$ cat src/hw/clkPkg.sv
`default_nettype none

package clkPkg;

  // Field widths fixed by the diagnostic bus format
  localparam int DIAG_SEL_W    = 3;
  localparam int EBUS_DATA_W   = 4;
  localparam int EBUS_WORD_W   = 6;
  localparam int BURST_COUNT_W = 8;
  localparam int RATE_SEL_W    = 2;
  localparam int CRAM_TIME_W   = 2;
  localparam int MBOX_COUNT_W  = 3;
  localparam int RATE_CNT_W    = 3;

  // Bus bits are numbered big-endian on the bus, so bus bit 35 lands in bit 0 here
  typedef logic [DIAG_SEL_W-1:0]    diagSelT;
  typedef logic [EBUS_DATA_W-1:0]   ebusDataT;
  typedef logic [EBUS_WORD_W-1:0]   ebusWordT;
  typedef logic [BURST_COUNT_W-1:0] burstCountT;
  typedef logic [RATE_SEL_W-1:0]    rateSelT;
  typedef logic [CRAM_TIME_W-1:0]   cramTimeT;
  typedef logic [MBOX_COUNT_W-1:0]  mboxCountT;

  typedef enum logic [1:0] {
    IDLE,
    RUNNING,
    BURSTING,
    STEPPING
  } clkRunStateT;

  // Control functions, strobed by ctlFunc
  localparam diagSelT FUNC_STOP        = 3'd0;
  localparam diagSelT FUNC_START       = 3'd1;
  localparam diagSelT FUNC_SINGLE_STEP = 3'd2;
  localparam diagSelT FUNC_BURST       = 3'd5;

  // Load functions, strobed by ldFunc
  localparam diagSelT LD_BURST_LSB = 3'd2;
  localparam diagSelT LD_BURST_MSB = 3'd3;
  localparam diagSelT LD_RATE      = 3'd4;
  localparam diagSelT LD_DISABLES  = 3'd5;

  // Readback selects
  localparam diagSelT RD_RUN      = 3'd0;
  localparam diagSelT RD_BURST_HI = 3'd1;
  localparam diagSelT RD_BURST_LO = 3'd2;
  localparam diagSelT RD_SYNC     = 3'd3;

  // Rate mask per rateSel, one tick every 2**rateSel cycles
  localparam logic [3:0][RATE_CNT_W-1:0] RATE_MASK = {3'b111, 3'b011, 3'b001, 3'b000};

  // MBOX ticks needed before sync, cramTime plus 1
  localparam logic [3:0][MBOX_COUNT_W-1:0] SYNC_COUNT = {3'd4, 3'd3, 3'd2, 3'd1};
  localparam mboxCountT MBOX_COUNT_MAX = 3'd7;

endpackage

`default_nettype wire

$ cat src/hw/diagFuncDecode.sv
`default_nettype none

module diagFuncDecode
  import clkPkg::*;
(
  input  logic    ctlFunc,
  input  logic    ldFunc,
  input  diagSelT diagSel,
  output logic    funcStart,
  output logic    funcStop,
  output logic    funcStep,
  output logic    funcBurst,
  output logic    ldBurstLsb,
  output logic    ldBurstMsb,
  output logic    ldRate,
  output logic    ldDisables
);

  // Pulses follow the strobe in the same cycle
  always_comb begin
    funcStart  = 1'b0;
    funcStop   = 1'b0;
    funcStep   = 1'b0;
    funcBurst  = 1'b0;
    ldBurstLsb = 1'b0;
    ldBurstMsb = 1'b0;
    ldRate     = 1'b0;
    ldDisables = 1'b0;
    // Control strobe wins if both strobes arrive together
    if (ctlFunc) begin
      case (diagSel)
        FUNC_STOP:        funcStop  = 1'b1;
        FUNC_START:       funcStart = 1'b1;
        FUNC_SINGLE_STEP: funcStep  = 1'b1;
        FUNC_BURST:       funcBurst = 1'b1;
        // Remaining control codes do nothing on this board
        default: ;
      endcase
    end else if (ldFunc) begin
      case (diagSel)
        LD_BURST_LSB: ldBurstLsb = 1'b1;
        LD_BURST_MSB: ldBurstMsb = 1'b1;
        LD_RATE:      ldRate     = 1'b1;
        LD_DISABLES:  ldDisables = 1'b1;
        default: ;
      endcase
    end
  end

  // Downstream blocks rely on never seeing two functions at once
  onePulseMax: assert final ($onehot0({funcStart, funcStop, funcStep, funcBurst,
                                       ldBurstLsb, ldBurstMsb, ldRate, ldDisables}));

endmodule

`default_nettype wire

$ cat src/hw/clkConfigRegs.sv
`default_nettype none

module clkConfigRegs
  import clkPkg::*;
(
  input  logic     MAIN_SOURCE,
  input  logic     rstN,
  input  logic     ldRate,
  input  logic     ldDisables,
  input  ebusDataT ebusIn,
  output rateSelT  rateSel,
  output logic     crmDis,
  output logic     edpDis,
  output logic     ctlDis
);

  // Rate select from bus bits 34-35
  always_ff @(posedge MAIN_SOURCE) begin
    if (!rstN) begin
      rateSel <= '0;
    end else if (ldRate) begin
      rateSel <= ebusIn[1:0];
    end
  end

  // EBOX section clock disables
  // bus bit 33 is CRM, 34 is EDP, 35 is CTL
  always_ff @(posedge MAIN_SOURCE) begin
    if (!rstN) begin
      crmDis <= 1'b0;
      edpDis <= 1'b0;
      ctlDis <= 1'b0;
    end else if (ldDisables) begin
      crmDis <= ebusIn[2];
      edpDis <= ebusIn[1];
      ctlDis <= ebusIn[0];
    end
  end

endmodule

`default_nettype wire

$ cat src/hw/burstControl.sv
`default_nettype none

module burstControl
  import clkPkg::*;
(
  input  logic        MAIN_SOURCE,
  input  logic        rstN,
  input  logic        funcStart,
  input  logic        funcStop,
  input  logic        funcStep,
  input  logic        funcBurst,
  input  logic        ldBurstLsb,
  input  logic        ldBurstMsb,
  input  logic        ldRate,
  input  ebusDataT    ebusIn,
  input  rateSelT     rateSel,
  output clkRunStateT runState,
  output burstCountT  burstCount,
  output logic        mboxTick
);

  logic [RATE_CNT_W-1:0] rateCnt;
  logic                  rateTick;
  logic                  countZero;
  logic                  gatedEn;
  clkRunStateT           stateNext;

  // Free-running rate divider, restarted when a new rate is loaded
  always_ff @(posedge MAIN_SOURCE) begin
    if (!rstN) begin
      rateCnt <= '0;
    end else if (ldRate) begin
      rateCnt <= '0;
    end else begin
      rateCnt <= rateCnt + 1'b1;
    end
  end

  // Tick when the low rateSel bits of the counter are all ones
  assign rateTick = (rateCnt & RATE_MASK[rateSel]) == RATE_MASK[rateSel];

  assign countZero = (burstCount == '0);

  // Clock gate enable, a burst only runs while count remains
  assign gatedEn = rateTick & ((runState == RUNNING) |
                               (runState == STEPPING) |
                               ((runState == BURSTING) & ~countZero));

  // Run-state FSM
  always_comb begin
    stateNext = runState;
    if (funcStop) begin
      stateNext = IDLE;
    end else if (funcStart) begin
      stateNext = RUNNING;
    end else if (funcStep) begin
      stateNext = STEPPING;
    end else if (funcBurst) begin
      stateNext = BURSTING;
    end else begin
      case (runState)
        // One gated cycle, then back to idle
        STEPPING: if (gatedEn) stateNext = IDLE;
        BURSTING: if (countZero) stateNext = IDLE;
        default: ;
      endcase
    end
  end

  always_ff @(posedge MAIN_SOURCE) begin
    if (!rstN) begin
      runState <= IDLE;
    end else begin
      runState <= stateNext;
    end
  end

  // Burst counter, nibble loads beat the decrement
  always_ff @(posedge MAIN_SOURCE) begin
    if (!rstN) begin
      burstCount <= '0;
    end else if (ldBurstLsb) begin
      burstCount[3:0] <= ebusIn;
    end else if (ldBurstMsb) begin
      burstCount[7:4] <= ebusIn;
    end else if ((runState == BURSTING) && gatedEn) begin
      burstCount <= burstCount - 1'b1;
    end
  end

  // MBOX tick lands one cycle after the gate enable
  always_ff @(posedge MAIN_SOURCE) begin
    if (!rstN) begin
      mboxTick <= 1'b0;
    end else begin
      mboxTick <= gatedEn;
    end
  end

  // An idle board never counts on its own
  idleCountHeld: assert property (@(posedge MAIN_SOURCE) disable iff (!rstN)
    (runState == IDLE) && !ldBurstLsb && !ldBurstMsb |=> $stable(burstCount));

endmodule

`default_nettype wire

$ cat src/hw/eboxSyncGen.sv
`default_nettype none

module eboxSyncGen
  import clkPkg::*;
(
  input  logic     MAIN_SOURCE,
  input  logic     rstN,
  input  logic     mboxTick,
  input  cramTimeT cramTime,
  input  logic     mboxWait,
  input  logic     mboxResp,
  input  logic     crmDis,
  input  logic     edpDis,
  input  logic     ctlDis,
  output logic     eboxSync,
  output logic     eboxClk,
  output logic     crmClkEn,
  output logic     edpClkEn,
  output logic     ctlClkEn
);

  mboxCountT mboxCount;
  logic      memReady;
  logic      syncEn;
  logic      fireClk;

  // MBOX ticks since the last EBOX clock, held at 7
  always_ff @(posedge MAIN_SOURCE) begin
    if (!rstN) begin
      mboxCount <= '0;
    end else if (eboxClk) begin
      mboxCount <= '0;
    end else if (mboxTick && (mboxCount != MBOX_COUNT_MAX)) begin
      mboxCount <= mboxCount + 1'b1;
    end
  end

  // A pending memory cycle stalls sync until the response shows up
  assign memReady = ~mboxWait | mboxResp;

  // Time-field compare
  assign syncEn = (mboxCount >= SYNC_COUNT[cramTime]) & ~eboxSync & memReady;

  // Second tick after sync issues the EBOX clock
  assign fireClk = mboxTick & eboxSync;

  // Sync point, one MBOX tick ahead of the EBOX clock
  always_ff @(posedge MAIN_SOURCE) begin
    if (!rstN) begin
      eboxSync <= 1'b0;
    end else if (fireClk) begin
      eboxSync <= 1'b0;
    end else if (mboxTick && syncEn) begin
      eboxSync <= 1'b1;
    end
  end

  // EBOX clock and section enables, one cycle wide
  always_ff @(posedge MAIN_SOURCE) begin
    if (!rstN) begin
      eboxClk  <= 1'b0;
      crmClkEn <= 1'b0;
      edpClkEn <= 1'b0;
      ctlClkEn <= 1'b0;
    end else begin
      eboxClk  <= fireClk;
      crmClkEn <= fireClk & ~crmDis;
      edpClkEn <= fireClk & ~edpDis;
      ctlClkEn <= fireClk & ~ctlDis;
    end
  end

  // EBOX clock only comes out of a sync point
  clkAfterSync: assert property (@(posedge MAIN_SOURCE) disable iff (!rstN)
    eboxClk |-> $past(eboxSync));

  // Sections never clock on their own
  enNeedsClk: assert property (@(posedge MAIN_SOURCE) disable iff (!rstN)
    $rose(crmClkEn) || $rose(edpClkEn) || $rose(ctlClkEn) |-> eboxClk);

endmodule

`default_nettype wire

$ cat src/hw/diagReadMux.sv
`default_nettype none

module diagReadMux
  import clkPkg::*;
(
  input  logic        readFunc,
  input  diagSelT     diagSel,
  input  clkRunStateT runState,
  input  burstCountT  burstCount,
  input  rateSelT     rateSel,
  input  logic        eboxSync,
  input  logic        crmDis,
  input  logic        edpDis,
  input  logic        ctlDis,
  output ebusWordT    ebusOut,
  output logic        ebusDriving
);

  logic running;
  logic bursting;
  logic stepping;
  logic countZero;

  assign running   = (runState == RUNNING);
  assign bursting  = (runState == BURSTING);
  assign stepping  = (runState == STEPPING);
  assign countZero = (burstCount == '0);

  assign ebusDriving = readFunc;

  // Bit 5 is bus bit 30
  always_comb begin
    ebusOut = '0;
    if (readFunc) begin
      case (diagSel)
        RD_RUN:      ebusOut = {running, bursting, countZero, stepping, rateSel};
        RD_BURST_HI: ebusOut = {2'b00, burstCount[7:4]};
        RD_BURST_LO: ebusOut = {2'b00, burstCount[3:0]};
        RD_SYNC:     ebusOut = {eboxSync, 2'b00, crmDis, edpDis, ctlDis};
        // Unused selects read back zero
        default:     ebusOut = '0;
      endcase
    end
  end

endmodule

`default_nettype wire

$ cat src/hw/clkBoard.sv
`default_nettype none

module clkBoard
  import clkPkg::*;
(
  input  logic     MAIN_SOURCE,
  input  logic     rstN,
  input  logic     ctlFunc,
  input  logic     ldFunc,
  input  logic     readFunc,
  input  diagSelT  diagSel,
  input  ebusDataT ebusIn,
  input  cramTimeT cramTime,
  input  logic     mboxWait,
  input  logic     mboxResp,
  output ebusWordT ebusOut,
  output logic     ebusDriving,
  output logic     mboxTick,
  output logic     eboxSync,
  output logic     eboxClk,
  output logic     crmClkEn,
  output logic     edpClkEn,
  output logic     ctlClkEn
);

  // Function pulses
  logic funcStart, funcStop, funcStep, funcBurst;
  logic ldBurstLsb, ldBurstMsb, ldRate, ldDisables;

  // Configuration and run status
  rateSelT     rateSel;
  logic        crmDis, edpDis, ctlDis;
  clkRunStateT runState;
  burstCountT  burstCount;

  diagFuncDecode uDecode (
    .ctlFunc(ctlFunc), .ldFunc(ldFunc), .diagSel(diagSel),
    .funcStart(funcStart), .funcStop(funcStop), .funcStep(funcStep), .funcBurst(funcBurst),
    .ldBurstLsb(ldBurstLsb), .ldBurstMsb(ldBurstMsb), .ldRate(ldRate), .ldDisables(ldDisables)
  );

  clkConfigRegs uConfig (
    .MAIN_SOURCE(MAIN_SOURCE), .rstN(rstN), .ldRate(ldRate), .ldDisables(ldDisables),
    .ebusIn(ebusIn), .rateSel(rateSel), .crmDis(crmDis), .edpDis(edpDis), .ctlDis(ctlDis)
  );

  burstControl uBurst (
    .MAIN_SOURCE(MAIN_SOURCE), .rstN(rstN),
    .funcStart(funcStart), .funcStop(funcStop), .funcStep(funcStep), .funcBurst(funcBurst),
    .ldBurstLsb(ldBurstLsb), .ldBurstMsb(ldBurstMsb), .ldRate(ldRate), .ebusIn(ebusIn),
    .rateSel(rateSel), .runState(runState), .burstCount(burstCount), .mboxTick(mboxTick)
  );

  eboxSyncGen uSync (
    .MAIN_SOURCE(MAIN_SOURCE), .rstN(rstN), .mboxTick(mboxTick), .cramTime(cramTime),
    .mboxWait(mboxWait), .mboxResp(mboxResp),
    .crmDis(crmDis), .edpDis(edpDis), .ctlDis(ctlDis),
    .eboxSync(eboxSync), .eboxClk(eboxClk),
    .crmClkEn(crmClkEn), .edpClkEn(edpClkEn), .ctlClkEn(ctlClkEn)
  );

  diagReadMux uReadMux (
    .readFunc(readFunc), .diagSel(diagSel), .runState(runState), .burstCount(burstCount),
    .rateSel(rateSel), .eboxSync(eboxSync), .crmDis(crmDis), .edpDis(edpDis), .ctlDis(ctlDis),
    .ebusOut(ebusOut), .ebusDriving(ebusDriving)
  );

endmodule

`default_nettype wire

$ cat config.mk
export PLATFORM = sky130hd
export DESIGN_NAME = clkBoard
export DESIGN_NICKNAME = d
export VERILOG_FILES = /design/src/hw/clkPkg.sv /design/src/hw/diagFuncDecode.sv /design/src/hw/clkConfigRegs.sv /design/src/hw/burstControl.sv /design/src/hw/eboxSyncGen.sv /design/src/hw/diagReadMux.sv /design/src/hw/clkBoard.sv
export SDC_FILE = /design/constraint.sdc
export NUM_CORES = 1
export LEC_CHECK = 0
export BUFFER_PORTS_ARGS = -buffer_cell sky130_fd_sc_hd__buf_2
export CORE_MARGIN = 2
export CORE_UTILIZATION = 35
export DETAILED_ROUTE_END_ITERATION = 10
export MAX_ROUTING_LAYER = met4
export PLACE_DENSITY = 0.57
export SLEW_MARGIN = 0
export SYNTH_ARGS = -nofsm -noshare
export SYNTH_HDL_FRONTEND = slang
export SYNTH_SLANG_ARGS = --single-unit
$ cat constraint.sdc
create_clock -name MAIN_SOURCE -period 4.5 [get_ports MAIN_SOURCE]
set_input_delay 0.9 -clock MAIN_SOURCE [delete_from_list [all_inputs] [get_ports MAIN_SOURCE]]
set_output_delay 0.9 -clock MAIN_SOURCE [all_outputs]
set_load 0.01 [all_outputs]
; Word-level counts from Yosys, hierarchy flattened
; Index checks and enable logic that the tools add are counted.
; Widths: inputs -> output; s select.
[word_totals]
regBits = 27
output_inout_bits = 13
elab_cells = 109
[classes]
add_sub_neg = 3
order_cmp = 3
n_eq_ne = 15
mux = 34
bitwise_logic = 20
reduce_logical = 18
[ops]
columns = operator, count
row1 = $pmux 6 s4, 1
row2 = $mux 1, 19
row3 = $bmux 3 s2, 2
row4 = $mux 4, 3
row5 = $ne 5x5->1 const B, 2
row6 = $and 1x1->1, 8
row7 = $logic_not 8->1, 1
row8 = $mux 2, 4
row9 = $mux 8, 1
row10 = $ne 4x4->1 const B, 2
row11 = $not 1->1, 8
row12 = $reduce_or 2->1, 4
row13 = $sub 8x1->8 const B, 1
row14 = $add 3x1->3 const B, 2
row15 = $eq 3x2->1 const B, 2
row16 = $eq 3x3->1 const B, 2
row17 = $lt 2x3->1 const B, 2
row18 = $mux 3, 2
row19 = $mux 6, 1
row20 = $reduce_and 3->1, 2
row21 = $reduce_bool 5->1, 1
row22 = $eq 2x2->1 const B, 2
row23 = $pmux 2 s2, 1
row24 = $reduce_and 2->1, 2
row25 = other kinds (13), 18

; Logic depth before layout (Yosys ltp)
; Gate-level depths: netlist of run 1.
[logic_depth]
depth_word = 10
ltp_mapped = 8

; Cells and area by module
; From an unflattened synthesis of run 1, not the netlist that was laid out.
[unflattened]
hier_cells = 188
hier_area_um2 = 1702.9
[modules_own_cells]
columns = module, n_inst, cells_each, area_each_um2, seq_area_each_um2
row1 = burstControl, 1, 96, 815.8, 280.3
row2 = eboxSyncGen, 1, 42, 412.9, 160.2
row3 = diagReadMux, 1, 24, 190.2, 0.0
row4 = clkConfigRegs, 1, 15, 181.4, 100.1
row5 = diagFuncDecode, 1, 11, 102.6, 0.0

; Worst setup path before layout of run 1
; No wires, ideal clock.
[synth_timing]
path_kind = flip-flop to output port
start = register uBurst.burstCount[0]
end = output ebusOut[3]
t_arrival_ns = 1.888
t_required_ns = 3.600
slack_ns = 1.712
path_stages_with_launch = 8
path_buffers = 0
cell_sequence = dfxtp_1 inv_1 ha_1 or4b_4 or4_4 o21ai_0 a22oi_1 nor2_1
[synth_between]
elab_chain_len = 3
[synth_lines]
columns = element, line
row1 = start: declaration, burstControl.sv:18  ; output burstCountT burstCount,
row2 = start signal: assignment, burstControl.sv:83  ; burstCount[3:0] <= ebusIn;
row3 = start signal: assignment, burstControl.sv:87  ; burstCount <= burstCount - 1'b1;
row4 = $logic_not 8->1, diagReadMux.sv:27  ; assign countZero = (burstCount == '0);
row5 = $pmux 6 s4, diagReadMux.sv:35  ; case (diagSel)
row6 = $mux 6, diagReadMux.sv:34  ; if (readFunc) begin
row7 = end: declaration, clkBoard.sv:16  ; output ebusWordT ebusOut,
; Every way passes these cells.

; Worst setup path in the final report of run 1
; Ends and elaborated chain as after synthesis.

==> key figures, run 1 <==
Clock tree
  • Hold_buf cts: 0
  • CTS root buffer: clkbuf_8
  • CTS resizes: 0
  • # Post-CTS Setup Buffers: 0
  • CTS clk-pin slew, worst paths: 0.10 ns
  • H-tree depth reported by CTS: 1
  • Worst-skew pair later-pin latency: 0.28 ns
  • CTS Buf Count: 3
  • CTS tree: done
  • Maximum root-to-sink buffer count: 2
  • Clock Sinks: 27

GRT
  • Met1 Use GR: 21.6%
  • Number of global-route vias before repair: 1357
  • Global Route met2 Usage: 24.9%
  • Total track usage: 16.2%
  • Initial antenna violation count: 0
  • Top Usage Layer GRT: met2
  • Global-route wire length before repair: 6580 um
  • Total grt overflow: 0
  • Pin count of the biggest net entering global routing: 21
  • Met3 usage in global routing: 2.85%

Synth
  • Mapped Nets: 232
  • Synth warn: 0
  • Post-Synthesis Cells: 208
  • Async set or reset register ratio after synthesis: 0%
  • Synth Register Bits: 27
  • Post-synth EDFFs: 0
  • Mapped Area: 0.00172 mm^2
  • Sequential-to-total area share from yosys stat: 31.4%
  • Syn Area/Cell: 8.28 um^2
  • Distinct cells, synth: 51
  • Most used flip-flop cell after synthesis: dfxtp_1

Critical path
  • Worst EP required: 3.60 ns
  • Startpoint types: flop
  • CP max stage delay: 0.48 ns
  • Critical Path Sink Type: primary output
  • Worst path slowest cell: or4b_4
  • Critical-path cell list: inv_1, ha_1, or4b_4, or4_4, o21ai_0, a22oi_1, nor2_1, buf_2
  • Crit-path max FO: 5
  • CP top delay family: simple AND/OR/NAND/NOR gates
  • CP Class: flop to primary output
  • Arr. time, crit path: 2.35 ns
  • Worst Path Buf+Inv: 2

Routing
  • Vias: 1563
  • Vias per cell: 5.30
  • ANT nets after route: 0
  • 1st-iter DRT viols: 106
  • Post-route DRC: 0
  • TritonRoute pass-1 iters: 4
  • Routed length per instance: 14.1 um
  • Final WL: 4150 um

STA
  • Clock skew: 0.00186 ns
  • Ratio of final minimum period to clock period: 72.2%
  • Max-slew violations: 0
  • Setup violators final: 0
  • Max_slew headroom: 58.1%
  • Hold WS: 0.456 ns
  • Fin. Hold Viols: 0
  • Actual slew at the worst max-slew pin: 0.623 ns
  • Minimum clock period: 3.25 ns
  • Setup TNS: 0 ns
  • RSZ-0062 raised after global routing: false
  • Max Freq: 0.308 GHz

Die
  • IO Pins: 29
  • Die area: 0.00550 mm^2
  • DIE HEIGHT: 74.1 um
  • CORE AREA: 0.00472 mm^2
  • Die W: 74.1 um
  • Std cell rows: 25
  • Initial Utilization: 36.5%

Power and ir drop
  • Static leakage: 0.824 nW
  • Pwr per Cell Area: 285 mW/mm^2
  • VDD IR max: 0.104 mV

Finish
  • P&R area growth vs syn: 12.1%
  • Commonest non-fill, non-tap cell in the layout: buf_2
  • Fillers: 491
  • Most frequent cells in the layout: buf_2, dfxtp_1, nor2_1, inv_1
  • Antenna cells: 0
  • Share of cells above drive strength 1: 18.4%
  • Nets: 253

Place
  • Port bufs: 28
  • Gpl congestion: 0.819
  • HPWL Detailed: 3020 um

Status
  • Outcome: finished, final reports clean

Hold path
  • Tightest Hold Check Type: flop to flop

Run
  • Max Cap Viol: 0
[stage by stage]
| step | util, % | setup WS [ns] | area (um^2) | power [mW] | std cells |
|---|---|---|---|---|---|
| after global placement | 39.8 | 1.57 | 1880 | 0.407 | 291 |
| after CTS | 40.8 | 1.23 | 1930 | 0.554 | 295 |
| after detailed placement | 39.8 | 1.56 | 1880 | 0.407 | 291 |
| after global routing | 40.8 | 1.10 | 1930 | 0.588 | 295 |
| after floorplan | - | 1.71 | 1720 | 0.377 | 208 |
| final | 40.8 | 1.25 | 1930 | 0.551 | 295 |
[layer usage]
layer	part of all wire, %	vias to the layer above
met4	1.2	0
met1	48	734
met5	0	-
met3	5.1	5
li1	-	790
met2	45	34
[cells in the mapped netlist (all sizes together) (6+ instances only)]
library cell  instances  area (um^2)
dfxtp                27          541
nor2                 24         90.1
inv                  15         56.3
mux2i                14          140
nand2                14         52.6
a21oi                 9         48.8
ha                    8          100
nand2b                8         50.1
clkbuf                7         26.3
nand3                 7         40.0
o21ai                 6         30.0
[power by group]
| group | leakage [nW] | internal, mW | total (mW) | switching, mW |
|---|---|---|---|---|
| clock network | 0.0217 | 0.0632 | 0.148 | 0.0850 |
| registers | 0.219 | 0.251 | 0.266 | 0.0151 |
| logic | 0.584 | 0.0634 | 0.136 | 0.0729 |
| total | 0.824 | 0.378 | 0.551 | 0.173 |
[layout make-up]
cell class                      count  area [um^2]  share of cell area (%)
Clock buffer                        3         41.3                    2.14
Clock inverter                      1         7.51                   0.389
Inverter                           15         56.3                    2.92
Multi-Input combinational cell    154         1060                    54.9
Sequential cell                    27          541                    28.0
Tap cell                           67         83.8                    4.35
Timing Repair Buffer               28          140                    7.26
[flip-flops by register name (all words and copies together) (netlist names)]
name and count:
uBurst.burstCount 8, uConfig.crmDis 1, uConfig.edpDis 1, uSync.ctlClkEn 1
uConfig.rateSel 2, uBurst.runState 2, uSync.eboxSync 1, uBurst.rateCnt 3
uSync.mboxCount 3, uSync.eboxClk 1, uSync.edpClkEn 1, uSync.crmClkEn 1
uConfig.ctlDis 1, uBurst.mboxTick 1
[worst reg2reg max path, stage by stage, from the launching register on]
cell and delay (ns):
dfxtp_1 0.34, inv_1 0.09, ha_1 0.18, or4b_4 0.48, or4_4 0.47, nand3_2 0.21, nor4_1 0.09, o311ai_2 0.25
[kinds of logic after synthesis]
logic type | share of synthesized area, %
AO/OA/AOI/OAI | 20.6
adder cells (fa/ha/maj) | 5.81
multiplexers | 8.14
buffers and inverters | 7.05
AND/OR/NAND/NOR | 26.0
XOR/XNOR | 1.02
flip-flops | 31.4
[path summary, 6_finish.rpt]
kind,slack [ns],cells after the start,end,start
worst max-delay path,1.25,8,ebusOut[3],uBurst.burstCount[0]
worst min-delay path,0.46,1,uSync.ctlClkEn,uConfig.ctlDis
worst max register to register,2.32,7,uBurst.burstCount[4],uBurst.burstCount[0]
worst min register to register,0.46,1,uSync.ctlClkEn,uConfig.ctlDis
Power figures use the tool's default switching activity.
==> run 2, diff against run 1 <==
--- a/config.mk
+++ b/config.mk
@@ -5,12 +5,13 @@
 export SDC_FILE = /design/constraint.sdc
 export NUM_CORES = 1
 export LEC_CHECK = 0
+export ABC_AREA = 1
 export BUFFER_PORTS_ARGS = -buffer_cell sky130_fd_sc_hd__buf_2
 export CORE_MARGIN = 2
 export CORE_UTILIZATION = 35
 export DETAILED_ROUTE_END_ITERATION = 10
 export MAX_ROUTING_LAYER = met4
-export PLACE_DENSITY = 0.57
+export PLACE_DENSITY = 0.59
 export SLEW_MARGIN = 0
 export SYNTH_ARGS = -nofsm -noshare
 export SYNTH_HDL_FRONTEND = slang
==> constraint.sdc (replaced) <==
create_clock -name MAIN_SOURCE -period 2.75 [get_ports MAIN_SOURCE]
set_input_delay 0.55 -clock MAIN_SOURCE [delete_from_list [all_inputs] [get_ports MAIN_SOURCE]]
set_output_delay 0.55 -clock MAIN_SOURCE [all_outputs]
set_load 0.01 [all_outputs]
==> run 2 against run 1 <==
Effect of this change:
- global-route usage down 0.99 points
- die area down 7.6%
- non-clock buffer count unchanged
- clock skew up 0.0016 ns
- routed wire length down 12%
- utilization up 1.1 points
- area after synthesis down 8.1%
- sequential power up 56%
==> key figures, run 2 <==
Critical path
  • CP Class: flop to primary output
  • Startpoint types: flop
  • R2r setup slk: 1.05 ns
  • Arr. time, crit path: 1.76 ns
  • Worst EP required: 2.20 ns
  • Cells on worst reg2reg path: 10
  • Crit Reg-Reg Endpoint: uBurst.burstCount[0]
  • R2R Path Start: uBurst.burstCount[0]
  • Critical Path Sink Type: primary output
  • Crit-path max FO: 3

GRT
  • Pin count of the biggest net entering global routing: 17
  • Initial antenna violation count: 0
  • Total grt overflow: 0
  • Number of global-route vias before repair: 1377
  • Global-route wire length before repair: 5980 um
  • Total track usage: 15.2%

Clock tree
  • CTS clk-pin slew, worst paths: 0.10 ns
  • Clock Sinks: 27
  • Hold_buf cts: 0
  • Worst-skew pair later-pin latency: 0.28 ns
  • # Post-CTS Setup Buffers: 0
  • Maximum root-to-sink buffer count: 2
  • CTS Buf Count: 3
  • CTS root buffer: clkbuf_8
  • H-tree depth reported by CTS: 1
  • CTS resizes: 0
  • CTS tree: done

Hold path
  • Tightest Hold Check Type: flop to flop
  • Min-delay src: uConfig.ctlDis
  • Hold-critical path depth: 1
  • Hold endpoint: uSync.ctlClkEn

STA
  • Actual slew at the worst max-slew pin: 0.350 ns
  • Clock skew: 0.00344 ns
  • Minimum clock period: 2.31 ns
  • Setup violators final: 0
  • Ratio of final minimum period to clock period: 84.1%
  • Fin. Hold Viols: 0
  • Max-slew violations: 0
  • RSZ-0062 raised after global routing: false
  • Max_slew headroom: 76.6%
  • Max Freq: 0.433 GHz
  • Setup TNS: 0 ns

Finish
  • Antenna cells: 0
  • Share of cells above drive strength 1: 16.8%
  • Biggest register: uBurst.burstCount
  • Final Util: 41.9%
  • Commonest non-fill, non-tap cell in the layout: nand2_1
  • P&R area growth vs syn: 15.3%
  • Most frequent cells in the layout: nand2_1, nor2_1, inv_1, buf_2, dfxtp_1
  • Fillers: 456
  • Biggest regs: uBurst.burstCount (8), uBurst.rateCnt (3), uSync.mboxCount (3)
  • Max FFs per register: 8
  • Nets: 299

Synth
  • Syn Area/Cell: 6.49 um^2
  • Synth warn: 0
  • Sequential-to-total area share from yosys stat: 34.2%
  • Post-synth EDFFs: 0
  • Post-Synthesis Cells: 244
  • Count leader, synth: nand2_1
  • Synth Register Bits: 27
  • Distinct cells, synth: 26
  • Async set or reset register ratio after synthesis: 0%
  • Synth top area share: 34.2%
  • Most frequent cells after synthesis: nand2_1, nor2_1, inv_1
  • Mapped Area: 0.00158 mm^2
  • Synth area leaders: dfxtp_1, nand2_1, nor2_1
  • Post-synth top area cell: dfxtp_1
  • Mapped Nets: 268
  • Most used flip-flop cell after synthesis: dfxtp_1

Die
  • IO Pins: 29
  • CORE AREA: 0.00435 mm^2
  • Initial Utilization: 36.4%
  • Die area: 0.00508 mm^2
  • DIE HEIGHT: 71.2 um
  • Std cell rows: 24
  • Die W: 71.2 um

Power and ir drop
  • Static leakage: 0.925 nW
  • Pwr per Cell Area: 442 mW/mm^2
  • Comb pwr share: 19.3%
  • P_int: 0.566 mW
  • Sequential Power Share: 51.5%
  • Clk network pwr share: 29.2%
  • Net Switching: 0.241 mW
  • VDD IR max: 0.184 mV
  • Net Sw Frac: 29.8%

Routing
  • 1st-iter DRT viols: 75
  • Final WL: 3670 um
  • Vias per cell: 4.75
  • TritonRoute pass-1 iters: 4
  • ANT nets after route: 0
  • Post-route DRC: 0
  • Vias: 1548
  • Routed length per instance: 11.2 um

Run
  • Max Cap Viol: 0

Status
  • Outcome: finished, final reports clean

Place
  • Gpl congestion: 0.891
  • Port bufs: 28
  • HPWL Detailed: 2890 um
==> run 2: area by class of cell <==
| class | count | area [um^2] | area share, % |
|---|---|---|---|
| repair buffers | 28 | 140 | 7.68 |
| clock inverters | 1 | 7.51 | 0.411 |
| clock buffers | 3 | 41.3 | 2.26 |
| flip-flops and latches | 27 | 541 | 29.6 |
| inverters | 40 | 150 | 8.22 |
| multi-input cells | 175 | 881 | 48.3 |
| well taps | 52 | 65.1 | 3.56 |
==> run 2: per-layer routing <==
| layer | global-route usage, % | wire, um |
|---|---|---|
| met5 | - | 0 |
| met4 | 5.66 | 55 |
| met3 | 1.83 | 194 |
| met2 | 23.8 | 1570 |
| met1 | 20.1 | 1850 |
==> run 2: metrics by stage <==
step	total power, mW	std cells	hold slack, ns	setup WS [ns]	area [um^2]
floorplan	0.536	244	0.409	0.897	1580
global route	0.854	326	0.481	0.308	1830
global placement	0.579	322	0.442	0.607	1780
detailed placement	0.580	322	0.449	0.603	1780
finish	0.807	326	0.453	0.438	1830
CTS	0.817	326	0.465	0.430	1830
==> run 2: how the worst max path moves through the flow <==
stage                                    start          to  cells after the start
after floorplan                     diagSel[1]  ebusOut[3]                      7
after global placement              diagSel[1]  ebusOut[2]                      9
after detailed placement            diagSel[1]  ebusOut[3]                      9
after CTS                 uBurst.burstCount[0]  ebusOut[3]                      9
after global routing      uBurst.burstCount[0]  ebusOut[3]                      9
final                     uBurst.burstCount[0]  ebusOut[3]                      9
==> run 2: cell families (layout without fill, tap and decap cells) <==
group,after synthesis,after routing,share of synthesized area (%)
AOI/OAI and AO/OA,47,47,16.5
xor gates and xnor gates,3,3,1.66
adders and majority gates,8,8,6.32
buffers and inverters,42,72,10.2
DFF,27,27,34.2
and+or+nand+nor,117,117,31.1
==> run 2: power by group through the flow <==
stage	registers (mW)	clock network [mW]	logic, mW
final	0.415	0.236	0.156
after floorplan	0.423	0	0.114
after detailed placement	0.425	0	0.155
after CTS	0.416	0.245	0.156
after global placement	0.425	0	0.154
after global routing	0.417	0.258	0.179
==> run 2: worst max-delay path, stage by stage (launching register included) <==
cell and delay, ns:
dfxtp_1 0.33, inv_1 0.11, ha_1 0.21, nand2_1 0.08
nor2_2 0.16, nand2_1 0.15, o22ai_1 0.15, a21oi_1 0.05
nor2_1 0.10, buf_2 0.14
==> run 3, diff against run 2 <==
--- a/config.mk
+++ b/config.mk
@@ -5,13 +5,13 @@
 export SDC_FILE = /design/constraint.sdc
 export NUM_CORES = 1
 export LEC_CHECK = 0
-export ABC_AREA = 1
+export ABC_AREA = 0
 export BUFFER_PORTS_ARGS = -buffer_cell sky130_fd_sc_hd__buf_2
 export CORE_MARGIN = 2
 export CORE_UTILIZATION = 35
 export DETAILED_ROUTE_END_ITERATION = 10
 export MAX_ROUTING_LAYER = met4
-export PLACE_DENSITY = 0.59
+export PLACE_DENSITY = 0.57
 export SLEW_MARGIN = 0
 export SYNTH_ARGS = -nofsm -noshare
 export SYNTH_HDL_FRONTEND = slang
==> constraint.sdc (replaced) <==
create_clock -name MAIN_SOURCE -period 2.3 [get_ports MAIN_SOURCE]
set_input_delay 0.46 -clock MAIN_SOURCE [delete_from_list [all_inputs] [get_ports MAIN_SOURCE]]
set_output_delay 0.46 -clock MAIN_SOURCE [all_outputs]
set_load 0.01 [all_outputs]
==> run 3 against run 2 <==
Effect of this change:
- the flow now finishes with violations (setup timing)
- hold slack got worse by 0.010 ns
- die area is 8.3% higher
- via count grew 4.5%
- combinational power rose by 120%
- clock-buffer cell count stayed put
- clock skew rose by 0.00090 ns
- utilization increased by 1.8 points
- sequential power increased by 24%
- non-clock buffer count rose by 14
- design area grew 13%
- cell count fell by 5.2%
- first-iteration DRC count up 13%
- largest power group unchanged
- highest routed layer unchanged
==> key figures, run 3 (same netlist as run 1, synthesis figures left out) <==
Finish
  • Fillers: 497
  • Nets: 267
  • Max FFs per register: 8
  • Antenna cells: 0
  • Biggest register: uBurst.burstCount
  • Share of cells above drive strength 1: 25.2%
  • Most frequent cells in the layout: buf_2, dfxtp_1, nor2_1
  • Layout Cells excl Fill: 309
  • Commonest non-fill, non-tap cell in the layout: buf_2
  • P&R area growth vs syn: 20.0%
  • Post-route cell area: 0.00207 mm^2
  • Biggest regs: uBurst.burstCount (8), uBurst.rateCnt (3), uSync.mboxCount (3)

Routing
  • Vias: 1618
  • Routed length per instance: 14.3 um
  • 1st-iter DRT viols: 85
  • Vias per cell: 5.24
  • Final WL: 4430 um
  • TritonRoute pass-1 iters: 4
  • ANT nets after route: 0
  • Post-route DRC: 0

STA
  • Hold WS: 0.442 ns
  • Max Freq: 0.380 GHz
  • Minimum clock period: 2.63 ns
  • Setup violators final: 1
  • Fin. Hold Viols: 0
  • Max-slew violations: 0
  • Ratio of final minimum period to clock period: 114%
  • Clock skew: 0.00434 ns
  • Max_slew headroom: 64.3%
  • Actual slew at the worst max-slew pin: 0.535 ns
  • RSZ-0062 raised after global routing: true
  • Final worst slack: -0.333 ns

Critical path
  • CP Class: flop to primary output
  • Worst EP required: 1.84 ns
  • Arr. time, crit path: 2.17 ns
  • Worst Path Buf+Inv: 2
  • Crit-path max FO: 3
  • Worst path slowest cell: or4b_4
  • Critical Path Sink Type: primary output
  • CP max stage delay: 0.46 ns
  • Critical-path cell list: inv_2, ha_4, or4b_4, or4_4, o21ai_2, a22oi_1, nor2_1, buf_2
  • CP top delay family: simple AND/OR/NAND/NOR gates
  • Startpoint types: flop

GRT
  • Pin count of the biggest net entering global routing: 21
  • Total track usage: 17.8%
  • Global-route wire length before repair: 7420 um
  • Total grt overflow: 0
  • Initial antenna violation count: 0
  • Number of global-route vias before repair: 1523

Hold path
  • Tightest Hold Check Type: flop to flop

Die
  • CORE AREA: 0.00472 mm^2
  • Die area: 0.00550 mm^2
  • IO Pins: 29
  • Die W: 74.1 um
  • Std cell rows: 25
  • DIE HEIGHT: 74.1 um
  • Initial Utilization: 36.5%

Clock tree
  • Clock Sinks: 27
  • CTS tree: done
  • CTS root buffer: clkbuf_8
  • Worst-skew pair later-pin latency: 0.28 ns
  • # Post-CTS Setup Buffers: 0
  • CTS Buf Count: 3
  • H-tree depth reported by CTS: 1
  • CTS clk-pin slew, worst paths: 0.10 ns
  • Maximum root-to-sink buffer count: 2
  • Hold_buf cts: 0

Power and ir drop
  • Static leakage: 0.905 nW
  • VDD IR max: 0.265 mV
  • Pwr per Cell Area: 546 mW/mm^2
  • Total power: 1.13 mW

Place
  • Gpl congestion: 0.784
  • Placed cells: 305
  • Post-placement cell area: 0.00199 mm^2
  • HPWL Detailed: 3230 um
  • Port bufs: 28

Run
  • Max Cap Viol: 0

Status
  • Outcome: complete, but fails checks
  • Failing checks: setup timing
[run 3: cell types whose count changed in the layout (fill, tap and decap cells not counted), moves of 4 or more]
cell / change
nand2_1: -49
or4_1: +4
o21ai_0: -11
nor2_1: -14
buf_4: +14
or3_1: +5
a21oi_1: -12
inv_1: -23
a22oi_1: +5
mux2i_1: +14
nand2b_1: +8
[run 3: path summary, 6_finish.rpt]
kind	end	slack, ns	depth (start not counted)	from
hold / removal	uSync.edpClkEn	0.44	1	uConfig.edpDis
hold reg to reg	uSync.edpClkEn	0.44	1	uConfig.edpDis
setup reg to reg	uBurst.burstCount[1]	0.13	8	uBurst.burstCount[0]
setup / recovery	ebusOut[3]	-0.33	8	uBurst.burstCount[0]
[run 3: report_power, final]
part	switching [mW]	internal, mW
combinational	0.175	0.161
clock	0.156	0.122
sequential	0.0234	0.492
[run 3: layout make-up]
class	count	area [um^2]	share of cell area, %
multi-input cells	154	1090	52.9
flip-flops and latches	27	542	26.2
repair buffers	42	245	11.9
well taps	67	83.8	4.06
inverters	15	56.3	2.73
clock buffers	3	41.3	2.00
clock inverters	1	5.00	0.242
[run 3: layer usage]
layer | GRT usage (%) | wire (um)
met3 | 2.17 | 203
met5 | - | 0
met1 | 25.1 | 2200
met4 | 3.43 | 27
met2 | 27.4 | 2000
[run 3: through the flow]
step	utilization, %	setup TNS (ns)	setup slack, ns
after global placement	42.0	-0.0813	-0.0813
after detailed placement	42.0	-0.0890	-0.0890
after global routing	43.7	-0.446	-0.446
after floorplan	-	-0.0317	-0.0317
final	43.7	-0.333	-0.333
after CTS	43.3	-0.356	-0.356
[run 3: what timing repair did]
action                     in CTS  in global routing
pin swaps                       3                  2
hold endpoints to repair        0                  0
gates resized for setup         5                  3
setup endpoints to repair       1                  4
